File: src/hdl/cpu_isa_pkg.sv
package cpu_isa_pkg;

typedef logic [31:0] uint32_t;
typedef logic [31:0] virt_t;
typedef logic [4:0]  reg_addr_t;
typedef logic [63:0] uint64_t;
typedef logic [4:0]  shamt_t;
typedef logic [5:0]  opcode_t;
typedef logic [5:0]  funct_t;

localparam int REG_NUM = 32;
localparam virt_t RESET_PC = 32'h0000_0000;

// low bit of each instruction field
localparam int OPCODE_LSB = 26;
localparam int RS_LSB     = 21;
localparam int RT_LSB     = 16;
localparam int RD_LSB     = 11;
localparam int SA_LSB     = 6;

localparam opcode_t OPC_SPECIAL = 6'h00;
localparam opcode_t OPC_BEQ     = 6'h04;
localparam opcode_t OPC_BNE     = 6'h05;
localparam opcode_t OPC_ADDIU   = 6'h09;
localparam opcode_t OPC_ORI     = 6'h0d;
localparam opcode_t OPC_LUI     = 6'h0f;
localparam opcode_t OPC_LW      = 6'h23;
localparam opcode_t OPC_SW      = 6'h2b;

// function field of SPECIAL
localparam funct_t FN_SLL  = 6'h00;
localparam funct_t FN_MFHI = 6'h10;
localparam funct_t FN_MFLO = 6'h12;
localparam funct_t FN_MULT = 6'h18;
localparam funct_t FN_ADDU = 6'h21;
localparam funct_t FN_SUBU = 6'h23;
localparam funct_t FN_AND  = 6'h24;
localparam funct_t FN_OR   = 6'h25;
localparam funct_t FN_XOR  = 6'h26;
localparam funct_t FN_SLT  = 6'h2a;

typedef enum logic [4:0] {
	OP_NOP, OP_ADDU, OP_SUBU, OP_AND, OP_OR, OP_XOR, OP_SLT, OP_SLL,
	OP_ADDIU, OP_ORI, OP_LUI, OP_LW, OP_SW, OP_BEQ, OP_BNE,
	OP_MULT, OP_MFHI, OP_MFLO
} op_t;

endpackage

File: src/hdl/regfile.sv
module regfile (
	input  logic                         clk,
	input  logic                         rst,
	input  cpu_isa_pkg::reg_addr_t [1:0] raddr,
	output cpu_isa_pkg::uint32_t   [1:0] rdata,
	input  logic                         we,
	input  cpu_isa_pkg::reg_addr_t       waddr,
	input  cpu_isa_pkg::uint32_t         wdata
);

cpu_isa_pkg::uint32_t [cpu_isa_pkg::REG_NUM-1:0] regs;

always_ff @(posedge clk) begin
	if (rst) begin
		regs <= '0;
	end else if (we && waddr != '0) begin
		regs[waddr] <= wdata;
	end
end

// write-through so a value written this cycle is seen by decode
always_comb begin
	for (int p = 0; p < 2; p++) begin
		if (raddr[p] == '0)
			rdata[p] = '0;
		else if (we && waddr == raddr[p])
			rdata[p] = wdata;
		else
			rdata[p] = regs[raddr[p]];
	end
end

// decode maps writes to $0 onto no write at all
assert property (@(posedge clk) disable iff (rst) !(we && waddr == '0 && wdata != '0));

endmodule

File: config.mk
export PLATFORM = sky130hd
export DESIGN_NAME = regfile
export DESIGN_NICKNAME = d
export VERILOG_FILES = /design/src/hdl/cpu_isa_pkg.sv /design/src/hdl/regfile.sv
export SDC_FILE = /design/constraint.sdc
export NUM_CORES = 2
export LEC_CHECK = 0
export BUFFER_PORTS_ARGS = -buffer_cell sky130_fd_sc_hd__buf_4
export CORE_UTILIZATION = 40
export CTS_CLUSTER_DIAMETER = 50
export CTS_CLUSTER_SIZE = 30
export DETAILED_ROUTE_END_ITERATION = 7
export PLACE_DENSITY = 0.52
export SETUP_SLACK_MARGIN = 0.15
export SLEW_MARGIN = 20
export SYNTH_ARGS = -nofsm -noshare
export SYNTH_HDL_FRONTEND = slang
export SYNTH_SLANG_ARGS = --single-unit
File: constraint.sdc
create_clock -name clk -period 3.7 [get_ports clk]
set_input_delay 0.74 -clock clk [delete_from_list [all_inputs] [get_ports clk]]
set_output_delay 0.74 -clock clk [all_outputs]
set_load 0.1 [all_outputs]
==> impl_results.md <==
- Flops & latches, synth: 1024
- Startpoint types: input port
- Width of the die: 363 um
- Worst hold-check path type: in -> reg
- Most used cell, CP: buf_4
- Largest net degree at the start of global routing: 124
- Wire length of the first global-routing pass: 354 mm
- Drt initial violations: 7942
- RSZ-0062 raised after global routing: true
- Final period util: 0.980
- Transition time of the tightest slew-check pin: 0.944 ns
- Fraction of registers with async set/reset: 0
- Routed wire length on met2: 108 mm
- Area of the die: 132000 um^2
- Aggregate global-route resource usage: 0.377
- Library cell with the largest summed area after synthesis: dfxtp_1
- Registers with the most flip-flops: regs: 1024 flops
- Final clock skew: 0 ns
- Total of buffers placed on input and output ports: 113
- Top FF cell, synth: dfxtp_1
- Reg with most FFs: regs
- Final design instance area without fill: 65700 um^2
- Synthesis-to-layout area growth: 26.1%
- DRT Wirelength: 256 mm
- Met3 wirelength from detailed routing: 33.7 mm
- Combinational share of power: 0.123
- Post-synthesis instance area: 52100 um^2
- Most instantiated cells after synthesis: nand2_1, a21oi_1, dfxtp_1, clkbuf_1, mux4_2
- Worst path arrival time: 2.89 ns
- Worst path max stage delay: 0.52 ns
- Clock Latency Late Sink: 0.77 ns
- Vias per cell: 6.37
- Number of failing setup endpoints in the final timing report: 0
- Fillers: 11800
- Number of rows in the core area: 132
- Switching Power: 7.96 mW
- Top Ports: 114
- Share of the yosys chip area belonging to registers: 0.393
- Critical path endpoint category: output port
- Initial core utilization: 0.403
- Highest Signal Layer: met5
- Count of synthesis-stage warnings from yosys: 0
- Top post-synthesis cells by area: dfxtp_1, mux4_2, nand2_1, a21oi_1, clkbuf_1
- CP bufs+invs: 5
- Final worst path period need: 3.63 ns
- Flop pwr share: 0.390
- Cell-internal power: 20.7 mW
- Post-Route M1 WL: 98.9 mm
- Cell count after synthesis: 6022
- Crit Path Class: in -> out
- Number of antenna violations at the first check in global routing: 17
- Root Buffer: clkbuf_16
- Clock tree from TritonCTS: yes
- Total global routing overflow: 0
- Number of flops mapped to enable cells by yosys: 0
- Max_slew headroom: 0.370
- Placed insts: 7710
- Routed wire per std cell: 31.8 um
- Synthesized area divided by synthesized cell count: 8.65 um^2
- Antenna viol nets, final: 0
- Post-layout net count: 6243
- Number of buffers inserted during clock tree synthesis: 133
- Detailed Place HPWL: 159 mm
- Clock-pin slew on the worst setup and hold paths: 0.06 ns
- Pins Over Slew Limit: 0
- Vias in the first global route: 46900
- Worst-path cell chain: buf_4 -> clkinvlp_4 -> buf_4 -> buf_12 -> a211oi_1 -> a211o_2 -> buf_8
- Result of the run: finished, final reports clean
- DR DRC count: 0
- Dpl cell area: 58000 um^2
- Post-layout instance count excluding filler cells: 8050
- Leakage component of the power: 22.1 nW
- Quantity of hold-fixing buffers added after cts: 0
- Standard cell with the maximum stage delay on the critical path: a211oi_1
- Post-Synthesis Net Count: 6072
- Data required time of the worst path: 2.96 ns
- Routed vias: 51300
- Layout cell share with drive strength beyond 1: 0.269
- Most common cell in the synthesized netlist: nand2_1
- Max-cap check violation count: 0
- Number of sinks on the clock net: 1024
- Power density of the placed cells: 436 nW/um^2
- Peak clock frequency supported by timing: 0.276 GHz
- Final hold slack: 0.269 ns
- Count of distinct cell types in the synthesized netlist: 55
- Length of the first detailed-routing pass in iterations: 6
- Maximum level of the CTS H-tree: 4
- Core area: 129000 um^2
- Kind of cell adding the most delay to the critical path: buffers and inverters
- Maximum fanout along the worst path: 14
- Chip Height: 363 um
- Clock network fraction of design power: 0.487
- Maximum number of buffers from clock root to sink: 3
- Maximum resistive drop on vdd: 360 uV
- Net switching fraction of the power: 0.278
- Max reg flops: 1024
- Total chip power: 28.6 mW
- Area share of the largest cell type after synthesis: 0.393
- Gp weighted congestion: 0.951
- Number of hold-slack violations in the final timing report: 0
-- cells by family after synthesis --
| kind of cell | count (synthesis) | share of synthesized area |
|---|---|---|
| buf+inv | 644 | 0.0526 |
| simple gates | 2328 | 0.176 |
| flops | 1024 | 0.393 |
| xor+xnor | 10 | 0.00168 |
| compound gates | 1402 | 0.150 |
| mux | 614 | 0.226 |
-- cells in the final DEF (no fill, tap or decap), types with 12 or more instances in the layout --
cell	instances
nand2_1	2021
a21oi_1	1037
dfxtp_1	1020
mux4_2	443
buf_4	434
clkbuf_16	143
buf_12	132
mux2i_1	105
buf_6	59
a22oi_1	57
o22ai_1	56
mux2_2	51
nor2_4	47
nor2_1	37
o21ai_0	35
nor2b_1	35
nand2_2	34
nor3_1	26
buf_16	24
a22oi_2	21
nor3_2	19
o221ai_1	18
clkinvlp_4	18
bufinv_16	18
inv_6	17
a211oi_1	15
clkinv_2	15
a221oi_1	14
a21oi_2	14
o22ai_2	13
a221oi_2	13
clkbuf_8	13
clkbuf_1	12
buf_8	12
-- area by class of cell --
cell class                 count  area, um^2  area share
multi-input combinational   4354       30500       0.464
sequential                  1024       20500       0.312
timing repair buffer         674        7780       0.118
clock buffer                 161        3630      0.0552
tap                         1742        2180      0.0332
clock inverter                80        1040      0.0159
inverter                       6        26.3    0.000400
antenna                        9        22.5    0.000343
-- metrics by stage --
| stage | util | TNS (ns) | setup WS (ns) |
|---|---|---|---|
| after floorplan | - | -0.296 | -0.158 |
| after global placement | 0.448 | -3.84 | -0.481 |
| after detailed placement | 0.448 | -4.06 | -0.461 |
| after CTS | 0.498 | 0 | 0.0450 |
| after global routing | 0.508 | 0 | 0.0556 |
| final | 0.508 | 0 | 0.0745 |
-- power groups by stage --
| stage | Sequential, mW | Combinational, mW | Clock [mW] |
|---|---|---|---|
| floorplan | 11.4 | 1.76 | 0 |
| global placement | 11.4 | 3.05 | 0 |
| detailed placement | 11.4 | 3.05 | 0 |
| CTS | 11.2 | 3.29 | 14.0 |
| global route | 11.2 | 3.59 | 14.4 |
| finish | 11.2 | 3.54 | 13.9 |
-- repair_timing --
| action | in CTS | in global routing |
|---|---|---|
| buffers inserted | 34 | 36 |
| cloned | 13 | 7 |
| endpoints found under the setup margin | 61 | 63 |
| pin swaps | 20 | 44 |
| gates resized for setup | 208 | 176 |
-- worst paths after layout --
check                           startpoint   endpoint  cells after the start  slack, ns
worst max-delay path              raddr[3]  rdata[13]                      7       0.07
worst min-delay path             wdata[19]   regs[51]                      3       0.27
worst max register to register   regs[610]  regs[610]                      2       2.96
worst min register to register   regs[489]  regs[489]                      2       0.46
-- worst min-delay path, stage by stage --
cell and delay, ns:
buf_4 0.16, nand2_1 0.07, a21oi_1 0.05
-- routing by layer --
metal / vias up / global-route usage
met3: 811 / 0.121
met4: 16 / 0.196
met1: 25400 / 0.500
met2: 3619 / 0.546
li1: 21500 / -
met5: - / 0
Power figures use the tool's default switching activity.
