`src/hdl/cpu_isa_pkg.sv`:
```
package cpu_isa_pkg;

typedef logic [31:0] uint32_t;
typedef logic [31:0] virt_t;
typedef logic [4:0]  reg_addr_t;
typedef logic [63:0] uint64_t;
typedef logic [4:0]  shamt_t;
typedef logic [5:0]  opcode_t;
typedef logic [5:0]  funct_t;

localparam int REG_NUM = 32;
localparam virt_t RESET_PC = 32'h0000_0000;

// low bit of each instruction field
localparam int OPCODE_LSB = 26;
localparam int RS_LSB     = 21;
localparam int RT_LSB     = 16;
localparam int RD_LSB     = 11;
localparam int SA_LSB     = 6;

localparam opcode_t OPC_SPECIAL = 6'h00;
localparam opcode_t OPC_BEQ     = 6'h04;
localparam opcode_t OPC_BNE     = 6'h05;
localparam opcode_t OPC_ADDIU   = 6'h09;
localparam opcode_t OPC_ORI     = 6'h0d;
localparam opcode_t OPC_LUI     = 6'h0f;
localparam opcode_t OPC_LW      = 6'h23;
localparam opcode_t OPC_SW      = 6'h2b;

// function field of SPECIAL
localparam funct_t FN_SLL  = 6'h00;
localparam funct_t FN_MFHI = 6'h10;
localparam funct_t FN_MFLO = 6'h12;
localparam funct_t FN_MULT = 6'h18;
localparam funct_t FN_ADDU = 6'h21;
localparam funct_t FN_SUBU = 6'h23;
localparam funct_t FN_AND  = 6'h24;
localparam funct_t FN_OR   = 6'h25;
localparam funct_t FN_XOR  = 6'h26;
localparam funct_t FN_SLT  = 6'h2a;

typedef enum logic [4:0] {
	OP_NOP, OP_ADDU, OP_SUBU, OP_AND, OP_OR, OP_XOR, OP_SLT, OP_SLL,
	OP_ADDIU, OP_ORI, OP_LUI, OP_LW, OP_SW, OP_BEQ, OP_BNE,
	OP_MULT, OP_MFHI, OP_MFLO
} op_t;

endpackage

```
`src/hdl/cpu_pipe_pkg.sv`:
```
package cpu_pipe_pkg;

typedef struct packed {
	logic               read;
	cpu_isa_pkg::virt_t address;
} ibus_req_t;

typedef struct packed {
	logic                 valid;
	cpu_isa_pkg::uint32_t rddata;
} ibus_resp_t;

typedef struct packed {
	logic                 read;
	logic                 write;
	cpu_isa_pkg::virt_t   address;
	cpu_isa_pkg::uint32_t wrdata;
} dbus_req_t;

typedef struct packed {
	logic                 stall;
	cpu_isa_pkg::uint32_t rddata;
} dbus_resp_t;

typedef struct packed {
	logic                 valid;
	cpu_isa_pkg::virt_t   pc;
	cpu_isa_pkg::uint32_t instr;
} fetch_entry_t;

// operands are already forwarded, imm already extended
typedef struct packed {
	logic                   valid;
	cpu_isa_pkg::op_t       op;
	cpu_isa_pkg::reg_addr_t rd;
	cpu_isa_pkg::uint32_t   op0;
	cpu_isa_pkg::uint32_t   op1;
	cpu_isa_pkg::uint32_t   imm;
	cpu_isa_pkg::shamt_t    shamt;
	cpu_isa_pkg::virt_t     branch_target;
} pipeline_decode_t;

typedef struct packed {
	logic                   valid;
	cpu_isa_pkg::reg_addr_t rd;
	cpu_isa_pkg::uint32_t   result;
	logic                   is_load;
	logic                   write_reg;
} pipeline_exec_t;

typedef struct packed {
	logic               taken;
	cpu_isa_pkg::virt_t target;
} branch_resolved_t;

typedef enum logic [1:0] {
	FETCH_IDLE,
	FETCH_WAIT,
	FETCH_DROP
} fetch_state_t;

endpackage

```
`src/hdl/decode_issue.sv`:
```
module decode_issue (
	input  cpu_pipe_pkg::fetch_entry_t     fetch_entry,
	output cpu_isa_pkg::reg_addr_t [1:0]   reg_raddr,
	input  cpu_isa_pkg::uint32_t   [1:0]   reg_rdata,
	input  cpu_pipe_pkg::pipeline_exec_t   pipeline_exec,
	input  cpu_pipe_pkg::pipeline_exec_t   pipeline_wb,
	input  cpu_isa_pkg::uint32_t           wb_data,
	output cpu_pipe_pkg::pipeline_decode_t pipeline_decode,
	output logic                           stall_req
);

cpu_isa_pkg::opcode_t         opcode;
cpu_isa_pkg::funct_t          funct;
cpu_isa_pkg::reg_addr_t       rs, rt, rd_field;
cpu_isa_pkg::uint32_t         imm_sext;
cpu_isa_pkg::op_t             op;
cpu_isa_pkg::uint32_t   [1:0] operand;
logic                         uses_rs, uses_rt;

assign opcode   = fetch_entry.instr[cpu_isa_pkg::OPCODE_LSB +: 6];
assign funct    = fetch_entry.instr[5:0];
assign rs       = fetch_entry.instr[cpu_isa_pkg::RS_LSB +: 5];
assign rt       = fetch_entry.instr[cpu_isa_pkg::RT_LSB +: 5];
assign rd_field = fetch_entry.instr[cpu_isa_pkg::RD_LSB +: 5];
assign imm_sext = {{16{fetch_entry.instr[15]}}, fetch_entry.instr[15:0]};

assign reg_raddr[0] = rs;
assign reg_raddr[1] = rt;

always_comb begin
	case (opcode)
		cpu_isa_pkg::OPC_SPECIAL:
			case (funct)
				cpu_isa_pkg::FN_ADDU: op = cpu_isa_pkg::OP_ADDU;
				cpu_isa_pkg::FN_SUBU: op = cpu_isa_pkg::OP_SUBU;
				cpu_isa_pkg::FN_AND:  op = cpu_isa_pkg::OP_AND;
				cpu_isa_pkg::FN_OR:   op = cpu_isa_pkg::OP_OR;
				cpu_isa_pkg::FN_XOR:  op = cpu_isa_pkg::OP_XOR;
				cpu_isa_pkg::FN_SLT:  op = cpu_isa_pkg::OP_SLT;
				cpu_isa_pkg::FN_SLL:  op = cpu_isa_pkg::OP_SLL;
				cpu_isa_pkg::FN_MULT: op = cpu_isa_pkg::OP_MULT;
				cpu_isa_pkg::FN_MFHI: op = cpu_isa_pkg::OP_MFHI;
				cpu_isa_pkg::FN_MFLO: op = cpu_isa_pkg::OP_MFLO;
				default:              op = cpu_isa_pkg::OP_NOP;
			endcase
		cpu_isa_pkg::OPC_ADDIU: op = cpu_isa_pkg::OP_ADDIU;
		cpu_isa_pkg::OPC_ORI:   op = cpu_isa_pkg::OP_ORI;
		cpu_isa_pkg::OPC_LUI:   op = cpu_isa_pkg::OP_LUI;
		cpu_isa_pkg::OPC_LW:    op = cpu_isa_pkg::OP_LW;
		cpu_isa_pkg::OPC_SW:    op = cpu_isa_pkg::OP_SW;
		cpu_isa_pkg::OPC_BEQ:   op = cpu_isa_pkg::OP_BEQ;
		cpu_isa_pkg::OPC_BNE:   op = cpu_isa_pkg::OP_BNE;
		default:                op = cpu_isa_pkg::OP_NOP;
	endcase
end

// which source registers the operation really reads
always_comb begin
	uses_rs = 1'b1;
	case (op)
		cpu_isa_pkg::OP_SLL, cpu_isa_pkg::OP_LUI, cpu_isa_pkg::OP_MFHI,
		cpu_isa_pkg::OP_MFLO, cpu_isa_pkg::OP_NOP: uses_rs = 1'b0;
		default: uses_rs = 1'b1;
	endcase
	case (op)
		cpu_isa_pkg::OP_ADDIU, cpu_isa_pkg::OP_ORI, cpu_isa_pkg::OP_LUI, cpu_isa_pkg::OP_LW,
		cpu_isa_pkg::OP_MFHI, cpu_isa_pkg::OP_MFLO, cpu_isa_pkg::OP_NOP: uses_rt = 1'b0;
		default: uses_rt = 1'b1;
	endcase
end

// newest value first: execute, then write-back, then register file
always_comb begin
	for (int i = 0; i < 2; i++) begin
		if (pipeline_exec.write_reg && pipeline_exec.rd == reg_raddr[i])
			operand[i] = pipeline_exec.result;
		else if (pipeline_wb.write_reg && pipeline_wb.rd == reg_raddr[i])
			operand[i] = wb_data;
		else
			operand[i] = reg_rdata[i];
	end
end

assign stall_req = fetch_entry.valid && pipeline_exec.is_load && pipeline_exec.write_reg &&
	((uses_rs && pipeline_exec.rd == rs) || (uses_rt && pipeline_exec.rd == rt));

always_comb begin
	pipeline_decode.valid         = fetch_entry.valid;
	pipeline_decode.op            = op;
	pipeline_decode.op0           = operand[0];
	pipeline_decode.op1           = operand[1];
	pipeline_decode.imm           = imm_sext;
	pipeline_decode.shamt         = fetch_entry.instr[cpu_isa_pkg::SA_LSB +: 5];
	pipeline_decode.branch_target = fetch_entry.pc + 32'd4 + {imm_sext[29:0], 2'b00};
	case (op)
		cpu_isa_pkg::OP_ADDU, cpu_isa_pkg::OP_SUBU, cpu_isa_pkg::OP_AND, cpu_isa_pkg::OP_OR,
		cpu_isa_pkg::OP_XOR, cpu_isa_pkg::OP_SLT, cpu_isa_pkg::OP_SLL,
		cpu_isa_pkg::OP_MFHI, cpu_isa_pkg::OP_MFLO: pipeline_decode.rd = rd_field;
		cpu_isa_pkg::OP_ADDIU, cpu_isa_pkg::OP_LW: pipeline_decode.rd = rt;
		cpu_isa_pkg::OP_ORI: begin
			pipeline_decode.rd  = rt;
			pipeline_decode.imm = {16'h0000, fetch_entry.instr[15:0]};
		end
		cpu_isa_pkg::OP_LUI: begin
			pipeline_decode.rd  = rt;
			pipeline_decode.imm = {fetch_entry.instr[15:0], 16'h0000};
		end
		default: pipeline_decode.rd = '0;
	endcase
end

endmodule

```
`config.mk`:
```
export PLATFORM = sky130hd
export DESIGN_NAME = decode_issue
export DESIGN_NICKNAME = d
export VERILOG_FILES = /design/src/hdl/cpu_isa_pkg.sv /design/src/hdl/cpu_pipe_pkg.sv /design/src/hdl/decode_issue.sv
export SDC_FILE = /design/constraint.sdc
export NUM_CORES = 1
export LEC_CHECK = 0
export BUFFER_PORTS_ARGS = -buffer_cell sky130_fd_sc_hd__buf_4
export CORE_AREA = 4 4 152 154
export DETAILED_ROUTE_END_ITERATION = 10
export DIE_AREA = 0 0 156 158
export GPL_TIMING_DRIVEN = 0
export PLACE_DENSITY = 0.55
export SLEW_MARGIN = 20
export SYNTH_ARGS = -nofsm -noshare
export SYNTH_HDL_FRONTEND = slang
export SYNTH_SLANG_ARGS = --single-unit
```
`constraint.sdc`:
```
create_clock -name vclk -period 9.2
set_input_delay 1.38 -clock vclk [all_inputs]
set_output_delay 1.38 -clock vclk [all_outputs]
set_load 0.05 [all_outputs]
```
==> flow_summary.ini <==
[yosys]
synth_area_leaders = ha_1 (17%), mux2i_1 (15%), a21oi_1 (11%)
yosysUniqueCellTypes = 52
synthesis.nets = 906
synthTopCellsByCount = a21oi_1 (95), nor2_1 (88), mux2i_1 (64), ha_1 (57), xnor2_1 (28)
synthMuxAreaShare_pct = 15.4
synthCells = 607
yosysWarnings = 0
yosys.area.top_type = ha_1
yosysMostFrequentCell = a21oi_1
synth-simple-area-share_pct = 21.8
yosysTopAreaCellShare_pct = 17.1
synth_top_family_by_area = compound AO/OA/AOI/OAI gates
avgSynthCellArea_um2 = 6.87
synth-compound-area-share_pct = 26.3
yosysSeqAreaShare_pct = 0
synth_fa_ha_area_share_pct = 17.6
synth-xor-area-share_pct = 10.3
syn_area_mm2 = 0.00417

[detailed_routing]
vias = 5816
routed_wl_um = 22900
wl_per_cell_um = 18.4
firstDrtPassIters = 5
drt.antenna.violating_nets = 0
drt_first_iter_violations = 286
drc = 0
via_per_inst = 4.67

[global_route]
grt_use_total_pct = 16.6
grt_max_degree = 19
overflow = 0
grt_pass1_vias = 5742
grt_pass1_wl_um = 32900
antenna_found_initial = 1

[timing]
setup_tns_ps = 0
period_share_pct = 64.8
setup-violations-final = 0
rsz0062_at_grt = no
finalHoldViolCount = 0
clock.fmax_mhz = 168
slew_headroom_pct = 60.1
fin_crit_ps = 5960
setup_slack_ps = 3240
slew_viol_final = 0
tightest_slew_ps = 599

[final_layout]
drive_gt1_share_pct = 40.7
nClkBuffers = 0
fillers = 2410
area_delta_synth_final_pct = 72.7
seq_area_um2 = 0
design.seq.count = 0
nNetsFinal = 1265

[critical_path]
cp_common_cell = a21oi_1
worstPathCellList = buf_2, clkbuf_1, inv_1, ha_1, inv_1, ha_1, fa_1, a21oi_1, o211ai_1, a21oi_1, nor4_2, o21ai_0, a21oi_1, nor4_1, a311o_1, buf_4
cp-start-kind = input port
slowest_delay_ps = 360
slowest_stage = nor4_2
cp_max_fo = 10
critPathKind = in2out
required_ps = 7820
worst_setup_path_end_kind = output pin
worstPathArrival_ps = 4580

[place]
hpwl_um = 20200
gp_congestion = 0.879
pre_cts_ws_ps = 3250
portBuffers = 357

[floorplan]
row_count = 54
core-area_mm2 = 0.0217
die_w_um = 156
start_util_pct = 19.2
io_pins = 396
die_area_mm2 = 0.0246
die_h_um = 158

[clock_tree]
cts_hold_buf = 0
cts_resized = 0
cts_setup_buffers = 0

[hold_path]
hold_class = in2out

[status]
status = complete, no violations

[pwr]
ir_drop_v = 0.0000983
power_leakage_nw = 3.55
power_density_mw_per_mm2 = 95.8

[run]
cap_violations = 0
final cells by class:
type | count | area [um2] | area share (%)
Multi-Input combinational cell | 535 | 3810 | 52.9
Timing Repair Buffer | 357 | 2680 | 37.2
Tap cell | 280 | 350 | 4.86
Buffer | 52 | 285 | 3.96
Inverter | 20 | 75.1 | 1.04
Antenna cell | 1 | 2.50 | 0.0347
stage by stage:
stage                     area, um2  power, mW  utilization, %  hold slack [ps]  cells
final                          7200      0.690            33.2             3010   1245
after global placement         7200      0.690            33.2             3020   1244
after floorplan                4170      0.444               -             2930    607
after global routing           7200      0.734            33.2             3020   1245
after CTS                      7200      0.695            33.2             3020   1244
after detailed placement       7200      0.692            33.2             3020   1244
cell usage in the layout (no fill, tap or decap), drive strengths merged, types with 20 or more instances in the layout:
| cell type | count |
|---|---|
| a21oi | 95 |
| clkbuf | 22 |
| mux2i | 64 |
| nor2b | 22 |
| a21o | 24 |
| xnor2 | 28 |
| ha | 57 |
| xor2 | 21 |
| buf | 387 |
| inv | 20 |
| nor2 | 88 |
report_power, final:
group	total (mW)	internal [mW]	switching [mW]
registers	0	0	0
logic	0.690	0.244	0.446
clock network	0.0000000146	0.0000000146	0
critical path: cells and delay by family:
kind,cells,cell delay (ps)
buf+inv,5,930
compound gates,6,1250
fa+ha+maj,3,590
simple gates,2,440
worst paths after layout:
path	startpoint	end	slack (ps)	depth (start not counted)
worst max-delay path	fetch_entry[0]	pipeline_decode[31]	3240	16
worst min-delay path	fetch_entry[33]	pipeline_decode[1]	3010	2
per-layer routing:
layer / vias to the layer above / part of all wire, % / global-route usage (%)
li1: 2918 / - / -
met1: 2626 / 41 / 20.8
met2: 246 / 50 / 30.1
met3: 26 / 6.5 / 2.27
met4: 0 / 2.7 / 3.96
met5: - / 0 / 0
logic make-up after synthesis:
| group | count (synthesis) |
|---|---|
| AND/OR/NAND/NOR | 185 |
| multiplexers | 64 |
| buffers and inverters | 72 |
| XOR/XNOR | 49 |
| AO/OA/AOI/OAI | 179 |
| adder cells (fa/ha/maj) | 58 |
(Power assumes the default switching activity.)
