**src/hdl/cpu_isa_pkg.sv**
```systemverilog
package cpu_isa_pkg;

typedef logic [31:0] uint32_t;
typedef logic [31:0] virt_t;
typedef logic [4:0]  reg_addr_t;
typedef logic [63:0] uint64_t;
typedef logic [4:0]  shamt_t;
typedef logic [5:0]  opcode_t;
typedef logic [5:0]  funct_t;

localparam int REG_NUM = 32;
localparam virt_t RESET_PC = 32'h0000_0000;

// low bit of each instruction field
localparam int OPCODE_LSB = 26;
localparam int RS_LSB     = 21;
localparam int RT_LSB     = 16;
localparam int RD_LSB     = 11;
localparam int SA_LSB     = 6;

localparam opcode_t OPC_SPECIAL = 6'h00;
localparam opcode_t OPC_BEQ     = 6'h04;
localparam opcode_t OPC_BNE     = 6'h05;
localparam opcode_t OPC_ADDIU   = 6'h09;
localparam opcode_t OPC_ORI     = 6'h0d;
localparam opcode_t OPC_LUI     = 6'h0f;
localparam opcode_t OPC_LW      = 6'h23;
localparam opcode_t OPC_SW      = 6'h2b;

// function field of SPECIAL
localparam funct_t FN_SLL  = 6'h00;
localparam funct_t FN_MFHI = 6'h10;
localparam funct_t FN_MFLO = 6'h12;
localparam funct_t FN_MULT = 6'h18;
localparam funct_t FN_ADDU = 6'h21;
localparam funct_t FN_SUBU = 6'h23;
localparam funct_t FN_AND  = 6'h24;
localparam funct_t FN_OR   = 6'h25;
localparam funct_t FN_XOR  = 6'h26;
localparam funct_t FN_SLT  = 6'h2a;

typedef enum logic [4:0] {
	OP_NOP, OP_ADDU, OP_SUBU, OP_AND, OP_OR, OP_XOR, OP_SLT, OP_SLL,
	OP_ADDIU, OP_ORI, OP_LUI, OP_LW, OP_SW, OP_BEQ, OP_BNE,
	OP_MULT, OP_MFHI, OP_MFLO
} op_t;

endpackage

```
**src/hdl/cpu_pipe_pkg.sv**
```systemverilog
package cpu_pipe_pkg;

typedef struct packed {
	logic               read;
	cpu_isa_pkg::virt_t address;
} ibus_req_t;

typedef struct packed {
	logic                 valid;
	cpu_isa_pkg::uint32_t rddata;
} ibus_resp_t;

typedef struct packed {
	logic                 read;
	logic                 write;
	cpu_isa_pkg::virt_t   address;
	cpu_isa_pkg::uint32_t wrdata;
} dbus_req_t;

typedef struct packed {
	logic                 stall;
	cpu_isa_pkg::uint32_t rddata;
} dbus_resp_t;

typedef struct packed {
	logic                 valid;
	cpu_isa_pkg::virt_t   pc;
	cpu_isa_pkg::uint32_t instr;
} fetch_entry_t;

// operands are already forwarded, imm already extended
typedef struct packed {
	logic                   valid;
	cpu_isa_pkg::op_t       op;
	cpu_isa_pkg::reg_addr_t rd;
	cpu_isa_pkg::uint32_t   op0;
	cpu_isa_pkg::uint32_t   op1;
	cpu_isa_pkg::uint32_t   imm;
	cpu_isa_pkg::shamt_t    shamt;
	cpu_isa_pkg::virt_t     branch_target;
} pipeline_decode_t;

typedef struct packed {
	logic                   valid;
	cpu_isa_pkg::reg_addr_t rd;
	cpu_isa_pkg::uint32_t   result;
	logic                   is_load;
	logic                   write_reg;
} pipeline_exec_t;

typedef struct packed {
	logic               taken;
	cpu_isa_pkg::virt_t target;
} branch_resolved_t;

typedef enum logic [1:0] {
	FETCH_IDLE,
	FETCH_WAIT,
	FETCH_DROP
} fetch_state_t;

endpackage

```
**src/hdl/instr_fetch.sv**
```systemverilog
module instr_fetch (
	input  logic                           clk,
	input  logic                           rst,
	input  logic                           stall,
	input  cpu_pipe_pkg::branch_resolved_t resolved_branch,
	output cpu_pipe_pkg::ibus_req_t        ibus_req,
	input  cpu_pipe_pkg::ibus_resp_t       ibus_resp,
	output cpu_pipe_pkg::fetch_entry_t     fetch_entry
);

cpu_pipe_pkg::fetch_state_t state;
cpu_isa_pkg::virt_t         pc;
cpu_isa_pkg::virt_t         req_addr;
logic                       can_load;
logic                       issue;
logic                       resp_ok;

// entry is free or gets consumed by decode this cycle
assign can_load = ~stall | ~fetch_entry.valid;
assign issue    = state == cpu_pipe_pkg::FETCH_IDLE && can_load && ~resolved_branch.taken;
assign resp_ok  = ibus_resp.valid && can_load &&
	(issue || state == cpu_pipe_pkg::FETCH_WAIT);

assign ibus_req.read    = issue || state != cpu_pipe_pkg::FETCH_IDLE;
assign ibus_req.address = (state == cpu_pipe_pkg::FETCH_IDLE) ? pc : req_addr;

always_ff @(posedge clk) begin
	if (rst) begin
		state       <= cpu_pipe_pkg::FETCH_IDLE;
		pc          <= cpu_isa_pkg::RESET_PC;
		req_addr    <= cpu_isa_pkg::RESET_PC;
		fetch_entry <= '0;
	end else if (resolved_branch.taken) begin
		pc                <= resolved_branch.target;
		fetch_entry.valid <= 1'b0;
		// an outstanding read must still complete, its data is thrown away
		if (state != cpu_pipe_pkg::FETCH_IDLE && ~ibus_resp.valid)
			state <= cpu_pipe_pkg::FETCH_DROP;
		else
			state <= cpu_pipe_pkg::FETCH_IDLE;
	end else begin
		if (can_load)
			fetch_entry.valid <= 1'b0;
		// a response that finds the entry blocked is refetched later
		if (resp_ok) begin
			fetch_entry <= '{valid: 1'b1, pc: pc, instr: ibus_resp.rddata};
			pc          <= pc + 32'd4;
		end
		if (issue)
			req_addr <= pc;
		case (state)
			cpu_pipe_pkg::FETCH_IDLE:
				if (issue && ~ibus_resp.valid)
					state <= cpu_pipe_pkg::FETCH_WAIT;
			cpu_pipe_pkg::FETCH_WAIT, cpu_pipe_pkg::FETCH_DROP:
				if (ibus_resp.valid)
					state <= cpu_pipe_pkg::FETCH_IDLE;
			default:
				state <= cpu_pipe_pkg::FETCH_IDLE;
		endcase
	end
end

assert property (@(posedge clk) disable iff (rst)
	state == cpu_pipe_pkg::FETCH_WAIT && ~ibus_resp.valid |=>
	ibus_req.read && $stable(ibus_req.address));

endmodule

```
**config.mk**
```make
export PLATFORM = sky130hd
export DESIGN_NAME = instr_fetch
export DESIGN_NICKNAME = d
export VERILOG_FILES = /design/src/hdl/cpu_isa_pkg.sv /design/src/hdl/cpu_pipe_pkg.sv /design/src/hdl/instr_fetch.sv
export SDC_FILE = /design/constraint.sdc
export NUM_CORES = 1
export LEC_CHECK = 0
export ABC_CLOCK_PERIOD_IN_PS = 2600
export BUFFER_PORTS_ARGS = -buffer_cell sky130_fd_sc_hd__buf_4
export CAP_MARGIN = 5
export CORE_MARGIN = 2
export CORE_UTILIZATION = 52
export DETAILED_ROUTE_END_ITERATION = 7
export GPL_TIMING_DRIVEN = 0
export PLACE_DENSITY_LB_ADDON = 0.15
export SLEW_MARGIN = 5
export SYNTH_ARGS = -nofsm -noshare
export SYNTH_HDL_FRONTEND = slang
export SYNTH_SLANG_ARGS = --single-unit
```
**constraint.sdc**
```tcl
create_clock -name clk -period 2.6 [get_ports clk]
set_input_delay 0.13 -clock clk [delete_from_list [all_inputs] [get_ports clk]]
set_output_delay 0.13 -clock clk [all_outputs]
set_load 0.02 [all_outputs]
```
==> qor_table.md, run 1 <==
| Stage | Item | Reported |
| --- | --- | --- |
| outcome | Result of the run | finished clean |
| run | Max-cap check violation count | 0 |
| setup path | CP arrival | 2290 ps |
| final layout | Number of diodes added for antenna fixing | 0 |
| timing | Summed negative setup slack over all endpoints | 0 ps |
| setup path | Data required time of the critical path | 2470 ps |
| logic synthesis | Top cells by instance count after synthesis | nand2_1 (218), dfxtp_1 (131), a21oi_1 (109), clkbuf_1 (34), mux2_2 (32) |
| drt | DRC Markers | 0 |
| drt | Via density per instance | 5.484 |
| floorplanning | Horizontal die dimension | 110.2 um |
| final layout | Final Non-Filler Cells | 1,113 |
| floorplanning | Row Count | 38 |
| logic synthesis | Most instantiated library cell after synthesis | nand2_1 |
| floorplanning | Boundary pin count | 167 |
| clock tree | # clock sinks | 131 |
| clock tree | CTS tree | built |
| logic synthesis | Async set-or-reset flop fraction in the synthesized netlist | 0% |
| power | Reg power frac | 40.6% |
| timing | Setup Skew | 9.625 ps |
| drt | ANT nets after route | 0 |
| clock tree | Maximum level of the CTS H-tree | 4 |
| timing | Number of endpoints with negative hold slack in the final report | 0 |
| global route | Number of antenna violations at the first check in global routing | 0 |
| drt | Total number of vias | 6,104 |
| global route | Sum of overflow across all layers after global routing | 0 |
| drt | Number of iterations in the first detailed-routing pass | 5 |
| global route | Pin count of the biggest net entering global routing | 17 |
| timing | Relative max-transition margin | 58.26% |
| global route | Total global routing track utilization | 30.16% |
| logic synthesis | Synthesized netlist cell count | 732 |
| setup path | Worst setup path category | flop to primary output |
| logic synthesis | Top cell type's share of synthesized area | 44.71% |
| setup path | Endpoint type of the worst setup path | primary output |
| logic synthesis | Register bit count reported by yosys | 131 |
| placed design | Half-perimeter wire length after placement | 12,500 um |
| timing | Final Max Slew Viols | 0 |
| power | Combinational cell fraction of total power | 16.1% |
| timing | Endpoints failing setup | 0 |
| power | Switching fraction of total power | 26.40% |
| drt | Average wire per standard cell | 16.51 um |
| drt | Initial DRC Count | 474 |
| timing | Period utilisation layout | 93.09% |
| floorplanning | Total Die Area | 12,150 um^2 |
| logic synthesis | Total nets after synthesis | 804 |
| logic synthesis | Synth top area cells | dfxtp_1 (45%), nand2_1 (14%), a21oi_1 (9.3%) |
| final layout | Synth-to-layout area growth | 41.70% |
| clock tree | Number of setup buffers added after CTS | 0 |
| logic synthesis | Synth Warn # | 0 |
| power | Share of power burned in the clock network | 43.4% |
| power | P per Cell Area | 646.5 nW/um^2 |
| timing | Min Tclk post-route | 2420 ps |
| hold path | Hold Path Class | primary input to flop |
| power | Internal cell power | 3.955 mW |
| power | Static leakage | 3.346 nW |
| floorplanning | Initial cell density of the core | 53.64% |
| setup path | CP max FO | 10 |
| timing | Transition time at the pin with the least slew margin | 626.2 ps |
| placed design | Placed Cells incl. Taps | 1,037 |
| clock tree | Maximum buffer depth of the clock tree | 2 |
| global route | First-pass GRT wire length | 28,320 um |
| power | Switching power of the nets | 1.419 mW |
| logic synthesis | Combined area of all synthesized cells | 5866 um^2 |
| logic synthesis | Sequential share of the synthesized area | 44.71% |
| floorplanning | Overall die height | 110.2 um |
| logic synthesis | Main flop type after synthesis | dfxtp_1 |
| timing | Setup repair after global routing missed its margin | no |
| logic synthesis | Library cell occupying the most area in the post-synthesis netlist | dfxtp_1 |
| logic synthesis | Mean area per synthesized cell | 8.013 um^2 |
| clock tree | Clock latency on the worst-skew pair | 420 ps |
| global route | Via count of the first global-routing pass | 5,905 |
| final layout | Fraction of final layout cells with drive strength greater than 1 | 27.95% |
| logic synthesis | Number of flops mapped to enable cells by yosys | 0 |
| placed design | Number of port buffers | 165 |
| placed design | Routability-driven placement congestion ratio | 0.8800 |
| timing | FMAX | 0.4132 GHz |
| final layout | Final layout net count | 1,033 |
| clock tree | Root buffer cell | clkbuf_16 |
| clock tree | Clock edge transition at the registers on the reported setup and hold paths | 60 ps |
| logic synthesis | Number of library cell types mapped by synthesis | 57 |
| setup path | Startpoint class of the critical path | flop |
| clock tree | Total clock buffers created by CTS | 17 |
| drt | Total routed wirelength | 18,380 um |
| floorplanning | Core area | 10,940 um^2 |
| power | Worst voltage drop across the vdd grid | 0.4855 mV |
[worst max-delay path, cell delays in order, from the launching register on]
cell      delay, ps
dfxtp_1         320
inv_1            90
ha_1            170
clkbuf_1        390
buf_2           380
mux2_2          380
buf_4           160
[stage by stage]
step	utilization, %	setup WS (ps)	cell area (um^2)	power (mW)	hold WS (ps)
finish	76.01	179.8	8312	5.374	10.64
detailed placement	66.57	349.6	7279	3.012	387.3
global route	76.01	45.65	8312	5.569	11.52
global placement	66.57	450.6	7279	2.986	369.0
CTS	76.00	15.44	8310	5.376	0.9454
floorplan	-	776.1	5866	2.673	266.0
[cells in the final DEF, fill, tap and decap left out, types with 10 or more instances in the layout]
| cell type | netlist | layout |
|---|---|---|
| a211oi_1 | 10 | 10 |
| a21oi_1 | 109 | 109 |
| buf_2 | 21 | 23 |
| buf_4 | 3 | 168 |
| clkbuf_1 | 34 | 35 |
| clkbuf_16 | 0 | 17 |
| dfxtp_1 | 131 | 131 |
| dlygate4sd3_1 | 0 | 45 |
| mux2_2 | 32 | 32 |
| nand2_1 | 218 | 218 |
| nand3_1 | 12 | 12 |
| nor2_1 | 23 | 23 |
| o21ai_0 | 12 | 12 |
| xnor2_1 | 16 | 16 |
[power by group through the flow]
stage	Sequential (mW)	Combinational [mW]	Clock [mW]
after floorplan	2.25	0.424	0
after global placement	2.21	0.773	0
after detailed placement	2.22	0.793	0
after CTS	2.18	0.853	2.34
after global routing	2.19	0.929	2.45
final	2.18	0.863	2.33
[state kept, by name, summed over array words and instances (netlist names)]
signal,flops
state,2
req_addr,32
pc,32
fetch_entry,65
[cells by family (layout without fill, tap and decap cells)]
logic type	count (synthesis)	after routing	share of synthesized area [%]
xor+xnor	20	20	2.986
compound gates	162	162	16.38
flops	131	131	44.71
buf+inv	71	312	5.205
mux	35	35	6.655
simple gates	310	310	23.42
fa+ha+maj	3	3	0.6400
[final cells by class]
cell class              instances  area (um^2)
repair buffers                210         1689
clock buffers                  21        470.5
flip-flops and latches        131         2623
inverters                       7        26.28
well taps                     140        175.2
clock inverters                10        107.6
fillers                       796         2624
multi-input cells             530         2938
plain buffers                  64        282.8
[worst paths after layout]
| kind | from | endpoint | slack, ps | depth (start not counted) |
|---|---|---|---|---|
| max | state[1]$_SDFFE_PP0P_ | ibus_req[15] | 180 | 6 |
| min | resolved_branch[10] | pc[10]$_SDFFE_PP0P_ | 10 | 3 |
| max reg2reg | state[1]$_SDFFE_PP0P_ | fetch_entry[57]$_SDFFE_PP0P_ | 270 | 9 |
| min reg2reg | fetch_entry[28]$_SDFFE_PP0P_ | fetch_entry[28]$_SDFFE_PP0P_ | 450 | 2 |
[repair_timing]
item	CTS	global route
setup endpoints to repair	20	8
endpoints found under the hold margin	45	0
hold buffers	45	0
gates resized for setup	2	1
[layer usage]
| layer | track usage, % | part of all wire (%) | vias to the layer above |
|---|---|---|---|
| met5 | 0 | 0 | - |
| met4 | 13.13 | 2.4 | 0 |
| met3 | 7.819 | 7.5 | 32 |
| met2 | 51.23 | 49 | 264 |
| met1 | 35.96 | 41 | 2858 |
| li1 | - | - | 2950 |
(Power assumes the default switching activity.)
==> inputs of run 2 (changes only) <==
--- a/config.mk
+++ b/config.mk
@@ -8,8 +8,10 @@
 export ABC_CLOCK_PERIOD_IN_PS = 2600
 export BUFFER_PORTS_ARGS = -buffer_cell sky130_fd_sc_hd__buf_4
 export CAP_MARGIN = 5
+export CELL_PAD_IN_SITES_DETAIL_PLACEMENT = 1
+export CELL_PAD_IN_SITES_GLOBAL_PLACEMENT = 2
 export CORE_MARGIN = 2
-export CORE_UTILIZATION = 52
+export CORE_UTILIZATION = 29
 export DETAILED_ROUTE_END_ITERATION = 7
 export GPL_TIMING_DRIVEN = 0
 export PLACE_DENSITY_LB_ADDON = 0.15
==> qor_table.md, run 2 (synthesis gave the netlist of run 1 again) <==
| Stage | Item | Reported |
| --- | --- | --- |
| power | Share of power burned in the clock network | 44.6% |
| drt | DRC Markers | 0 |
| clock tree | # clock sinks | 131 |
| drt | Via density per instance | 4.775 |
| timing | Setup repair after global routing missed its margin | no |
| placed design | Placed inst area | 7442 um^2 |
| floorplanning | Initial cell density of the core | 29.27% |
| power | P per Cell Area | 646.2 nW/um^2 |
| power | Switching power of the nets | 1.512 mW |
| timing | Min Tclk post-route | 2391 ps |
| run | Max-cap check violation count | 0 |
| setup path | Worst setup path category | flop to primary output |
| final layout | Synth-to-layout area growth | 45.93% |
| setup path | Data required time of the critical path | 2470 ps |
| power | Combinational cell fraction of total power | 16.0% |
| setup path | CP max FO | 10 |
| timing | Summed negative setup slack over all endpoints | 0 ps |
| setup path | CP arrival | 2260 ps |
| final layout | Most frequent cells in the layout | nand2_1 (218), buf_4 (168), dfxtp_1 (131) |
| setup path | Most used cell along the critical path | nand2_1 |
| timing | Number of endpoints with negative hold slack in the final report | 0 |
| setup path | CP max stage cell | clkbuf_1 |
| floorplanning | Total Die Area | 21,380 um^2 |
| timing | FMAX | 0.4183 GHz |
| global route | Pin count of the biggest net entering global routing | 17 |
| setup path | Crit-path max cell delay | 440 ps |
| global route | Number of antenna violations at the first check in global routing | 0 |
| power | Total design power | 5.531 mW |
| clock tree | CTS tree | built |
| setup path | Critical path buffers and inverters | 4 |
| setup path | Dominant delay contributor by cell family on the critical path | buffers and inverters |
| final layout | Most flops, register | fetch_entry |
| floorplanning | Core area | 20,040 um^2 |
| clock tree | Maximum level of the CTS H-tree | 4 |
| drt | Initial DRC Count | 185 |
| timing | Setup Skew | 9.878 ps |
| global route | Total global routing track utilization | 20.19% |
| global route | First-pass GRT wire length | 34,190 um |
| drt | Average wire per standard cell | 17.01 um |
| final layout | Fin area | 8559 um^2 |
| timing | Period utilisation layout | 91.96% |
| drt | Number of iterations in the first detailed-routing pass | 4 |
| global route | Via count of the first global-routing pass | 6,339 |
| final layout | Largest registers ranked by flip-flop count | fetch_entry x65, pc x32, req_addr x32 |
| timing | Transition time at the pin with the least slew margin | 669.1 ps |
| clock tree | Maximum buffer depth of the clock tree | 2 |
| final layout | Final Non-Filler Cells | 1,250 |
| floorplanning | Overall die height | 146.2 um |
| drt | Total number of vias | 5,969 |
| global route | Sum of overflow across all layers after global routing | 0 |
| final layout | End-of-flow core utilization | 42.71% |
| placed design | Number of port buffers | 165 |
| outcome | Result of the run | finished clean |
| final layout | Number of diodes added for antenna fixing | 0 |
| timing | Endpoints failing setup | 0 |
| clock tree | Root buffer cell | clkbuf_16 |
| final layout | Final layout net count | 1,039 |
| setup path | Cell breakdown of the critical path | inv_1 -> ha_1 -> clkbuf_2 -> nand2_1 -> clkbuf_1 -> nand2_1 -> buf_4 |
| timing | Final Max Slew Viols | 0 |
| placed design | Routability-driven placement congestion ratio | 0.8178 |
| floorplanning | Row Count | 52 |
| placed design | Placed Cells incl. Taps | 1,167 |
| drt | ANT nets after route | 0 |
| setup path | Startpoint class of the critical path | flop |
| power | Static leakage | 3.381 nW |
| timing | WHS | 7.486 ps |
| floorplanning | Boundary pin count | 167 |
| power | Switching fraction of total power | 27.33% |
| power | Reg power frac | 39.4% |
| clock tree | Clock edge transition at the registers on the reported setup and hold paths | 60 ps |
| power | Worst voltage drop across the vdd grid | 0.4559 mV |
| setup path | Endpoint type of the worst setup path | primary output |
| final layout | Fraction of final layout cells with drive strength greater than 1 | 27.96% |
| floorplanning | Horizontal die dimension | 146.2 um |
| timing | Relative max-transition margin | 55.39% |
| drt | Total routed wirelength | 21,270 um |
| timing | Setup slack of the critical path after layout | 209.1 ps |
| placed design | Half-perimeter wire length after placement | 15,490 um |
| clock tree | Total clock buffers created by CTS | 17 |
| power | Internal cell power | 4.020 mW |
| final layout | Most common cell after layout, fill and taps aside | nand2_1 |
| hold path | Hold Path Class | primary input to flop |
| final layout | Number of fillers in the final layout | 2,462 |
| clock tree | Clock latency on the worst-skew pair | 430 ps |
| placed design | Worst Setup Slack post-DPL | 178.7 ps |
| final layout | Largest register FFs | 65 |
==> run 2: changes by cell type in the layout (fill, tap and decap cells not counted), sizes merged <==
cell	before	now
buf	193	194
bufinv	2	3
clkbuf	57	54
clkinv	5	6
dlygate4sd3	45	51
inv	7	8
==> run 2: repair_timing <==
item | in CTS | in global routing
endpoints found under the setup margin | 28 | 25
hold buffers | 51 | 0
pin swaps | 0 | 0
buffers inserted | 0 | 0
endpoints found under the hold margin | 51 | 0
gates resized for setup | 3 | 2
==> run 2: worst paths after layout <==
kind / cells past startpoint / startpoint / to / slack [ps]
hold / removal: 3 / resolved_branch[18] / pc[18]$_SDFFE_PP0P_ / 7
hold reg to reg: 2 / req_addr[4]$_SDFFE_PP0P_ / req_addr[4]$_SDFFE_PP0P_ / 450
setup reg to reg: 9 / state[1]$_SDFFE_PP0P_ / fetch_entry[39]$_SDFFE_PP0P_ / 280
setup / recovery: 7 / state[0]$_SDFFE_PP0P_ / ibus_req[32] / 210
==> run 2: power groups by stage <==
| stage | Sequential [mW] | Combinational [mW] | Clock (mW) |
|---|---|---|---|
| 6_report | 2.18 | 0.883 | 2.47 |
| 5_1_grt | 2.19 | 0.965 | 2.63 |
| 4_1_cts | 2.18 | 0.894 | 2.53 |
| 3_5_place_dp | 2.22 | 0.828 | 0 |
| 3_3_place_gp | 2.22 | 0.809 | 0 |
| 2_1_floorplan | 2.25 | 0.424 | 0 |
==> run 2: worst reg2reg max path, stage by stage (launching register included) <==
cell,delay [ps]
dfxtp_1,340
inv_1,70
ha_1,180
buf_2,180
o21ai_0,320
nand3b_1,310
buf_2,310
buf_2,310
nand2_1,90
a21oi_1,150
==> run 2: final cells by class <==
class                           instances  area [um^2]  share of cell area (%)
Multi-Input combinational cell        530         2938                   34.32
Sequential cell                       131         2623                   30.64
Timing Repair Buffer                  216         1749                   20.44
Clock buffer                           19        442.9                   5.175
Tap cell                              270        337.8                   3.947
Buffer                                 64        284.0                   3.318
Clock inverter                         13        158.9                   1.856
Inverter                                7        26.28                  0.3070
==> run 2: layer usage <==
layer | vias up | track usage (%) | part of all wire (%)
met2 | 143 | 34.22 | 48
li1 | 2957 | - | -
met5 | - | 0 | 0
met3 | 22 | 5.125 | 4.6
met4 | 0 | 5.097 | 1.3
met1 | 2847 | 25.77 | 46
==> inputs of run 3 (changes only) <==
--- a/config.mk
+++ b/config.mk
@@ -15,6 +15,7 @@
 export DETAILED_ROUTE_END_ITERATION = 7
 export GPL_TIMING_DRIVEN = 0
 export PLACE_DENSITY_LB_ADDON = 0.15
+export RECOVER_POWER = 100
 export SLEW_MARGIN = 5
 export SYNTH_ARGS = -nofsm -noshare
 export SYNTH_HDL_FRONTEND = slang
==> qor_table.md, run 3 (synthesis gave the netlist of run 1 again) <==
| Stage | Item | Reported |
| --- | --- | --- |
| final layout | Final layout net count | 1,039 |
| final layout | Final Non-Filler Cells | 1,250 |
| drt | Total routed wirelength | 21,320 um |
| timing | WHS | 12.74 ps |
| final layout | Multi-input gate area in the final layout | 2895 um^2 |
| global route | Pin count of the biggest net entering global routing | 17 |
| final layout | Most common cell after layout, fill and taps aside | nand2_1 |
| floorplanning | Initial cell density of the core | 29.27% |
| run | Max-cap check violation count | 0 |
| floorplanning | Row Count | 52 |
| clock tree | # clock sinks | 131 |
| setup path | Endpoint type of the worst setup path | primary output |
| drt | Via density per instance | 4.770 |
| placed design | Half-perimeter wire length after placement | 15,490 um |
| hold path | Worst hold path stage count | 3 |
| drt | DRC Markers | 0 |
| power | P per Cell Area | 669.5 nW/um^2 |
| placed design | Number of port buffers | 165 |
| timing | Number of endpoints with negative hold slack in the final report | 0 |
| setup path | CP max FO | 10 |
| power | Reg power frac | 39.8% |
| timing | Setup Skew | 9.518 ps |
| final layout | Largest register FFs | 65 |
| final layout | Fraction of final layout cells with drive strength greater than 1 | 17.65% |
| final layout | Most flops, register | fetch_entry |
| drt | Initial DRC Count | 178 |
| global route | Sum of overflow across all layers after global routing | 0 |
| clock tree | CTS tree | built |
| power | Share of power burned in the clock network | 45.2% |
| power | Static leakage | 2.986 nW |
| setup path | Data required time of the critical path | 2470 ps |
| timing | Endpoints failing setup | 0 |
| global route | Total global routing track utilization | 20.19% |
| timing | Period utilisation layout | 92.40% |
| drt | ANT nets after route | 0 |
| clock tree | Maximum level of the CTS H-tree | 4 |
| floorplanning | Horizontal die dimension | 146.2 um |
| power | Internal cell power | 3.957 mW |
| timing | Setup repair after global routing missed its margin | no |
| clock tree | Clock edge transition at the registers on the reported setup and hold paths | 60 ps |
| timing | Relative max-transition margin | 55.02% |
| outcome | Result of the run | finished clean |
| timing | Summed negative setup slack over all endpoints | 0 ps |
| setup path | Worst setup path category | flop to primary output |
| global route | First-pass GRT wire length | 34,190 um |
| timing | FMAX | 0.4162 GHz |
| placed design | Placed Cells incl. Taps | 1,167 |
| setup path | Reg2reg path depth | 9 |
| floorplanning | Total Die Area | 21,380 um^2 |
| timing | Transition time at the pin with the least slew margin | 674.0 ps |
| clock tree | Clock latency on the worst-skew pair | 430 ps |
| timing | Min Tclk post-route | 2402 ps |
| final layout | Most frequent cells in the layout | nand2_1 (218), dfxtp_1 (131), clkbuf_1 (129) |
| timing | Final Max Slew Viols | 0 |
| placed design | Routability-driven placement congestion ratio | 0.8178 |
| drt | Total number of vias | 5,962 |
| setup path | CP arrival | 2270 ps |
| power | Worst voltage drop across the vdd grid | 0.4535 mV |
| global route | Number of antenna violations at the first check in global routing | 0 |
| global route | Via count of the first global-routing pass | 6,339 |
| clock tree | Root buffer cell | clkbuf_16 |
| clock tree | Maximum buffer depth of the clock tree | 2 |
| power | Switching fraction of total power | 27.63% |
| floorplanning | Core area | 20,040 um^2 |
| final layout | Total area of sequential cells | 2623 um^2 |
| final layout | Synth-to-layout area growth | 39.23% |
| final layout | Number of fillers in the final layout | 2,511 |
| floorplanning | Boundary pin count | 167 |
| power | Combinational cell fraction of total power | 15.0% |
| placed design | Worst Setup Slack post-DPL | 178.7 ps |
| timing | Setup slack of the critical path after layout | 197.5 ps |
| final layout | Largest registers ranked by flip-flop count | fetch_entry x65, pc x32, req_addr x32 |
| drt | Number of iterations in the first detailed-routing pass | 4 |
| hold path | Hold Path Class | primary input to flop |
| floorplanning | Overall die height | 146.2 um |
| clock tree | Total clock buffers created by CTS | 17 |
| power | Switching power of the nets | 1.511 mW |
| final layout | Number of diodes added for antenna fixing | 0 |
| drt | Average wire per standard cell | 17.06 um |
| setup path | Startpoint class of the critical path | flop |
## run 3: cell types whose count changed in the layout (fill, tap and decap cells not counted), moves of 2 or more
cell / delta
clkbuf_1: +95
buf_4: -93
buf_2: -10
clkbuf_2: +9
and2_0: +2
and2_1: -2
nor4_1: +2
nor4_2: -2
## run 3: what timing repair did
item / CTS / global route
hold endpoints to repair: 51 / 0
gates resized for setup: 3 / 2
cloned: 0 / 0
setup buffers: 0 / 0
hold buffers: 51 / 0
endpoints found under the setup margin: 28 / 25
## run 3: power groups by stage
stage | sequential (mW) | clock, mW | combinational (mW)
floorplan | 2.25 | 0 | 0.424
global placement | 2.22 | 0 | 0.809
detailed placement | 2.22 | 0 | 0.828
CTS | 2.18 | 2.53 | 0.894
global route | 2.19 | 2.63 | 0.899
finish | 2.18 | 2.47 | 0.818
## run 3: critical path, cell delays in order (launching register included)
cell and delay [ps]:
dfxtp_1 350, inv_1 70, ha_1 230, clkbuf_2 220, nand2_1 260, clkbuf_1 440
nand2_1 110, buf_4 170
## run 3: cell type report
type | count | area share, %
inverter | 7 | 0.3217
clock inverter | 13 | 1.946
clock buffer | 19 | 5.424
tap | 270 | 4.137
sequential | 131 | 32.11
multi-input combinational | 530 | 35.45
buffer | 64 | 3.463
timing repair buffer | 216 | 17.14
## run 3: routing by layer
metal / share of wire, % / track usage (%)
met3: 5.2 / 5.125
met1: 46 / 25.77
met5: 0 / 0
met2: 48 / 34.22
met4: 1.0 / 5.097
## run 3: worst paths after layout
path	from	to	slack [ps]
setup reg to reg	state[1]$_SDFFE_PP0P_	fetch_entry[39]$_SDFFE_PP0P_	210
setup / recovery	state[0]$_SDFFE_PP0P_	ibus_req[32]	200
hold reg to reg	req_addr[4]$_SDFFE_PP0P_	req_addr[4]$_SDFFE_PP0P_	460
hold / removal	resolved_branch[18]	pc[18]$_SDFFE_PP0P_	10
## run 3: stage by stage
stage | util, % | instance area, um^2 | power [mW]
after floorplan | - | 5866 | 2.673
after global placement | 37.14 | 7442 | 3.027
after detailed placement | 37.14 | 7442 | 3.052
after CTS | 42.71 | 8558 | 5.600
after global routing | 40.75 | 8167 | 5.722
final | 40.75 | 8167 | 5.468
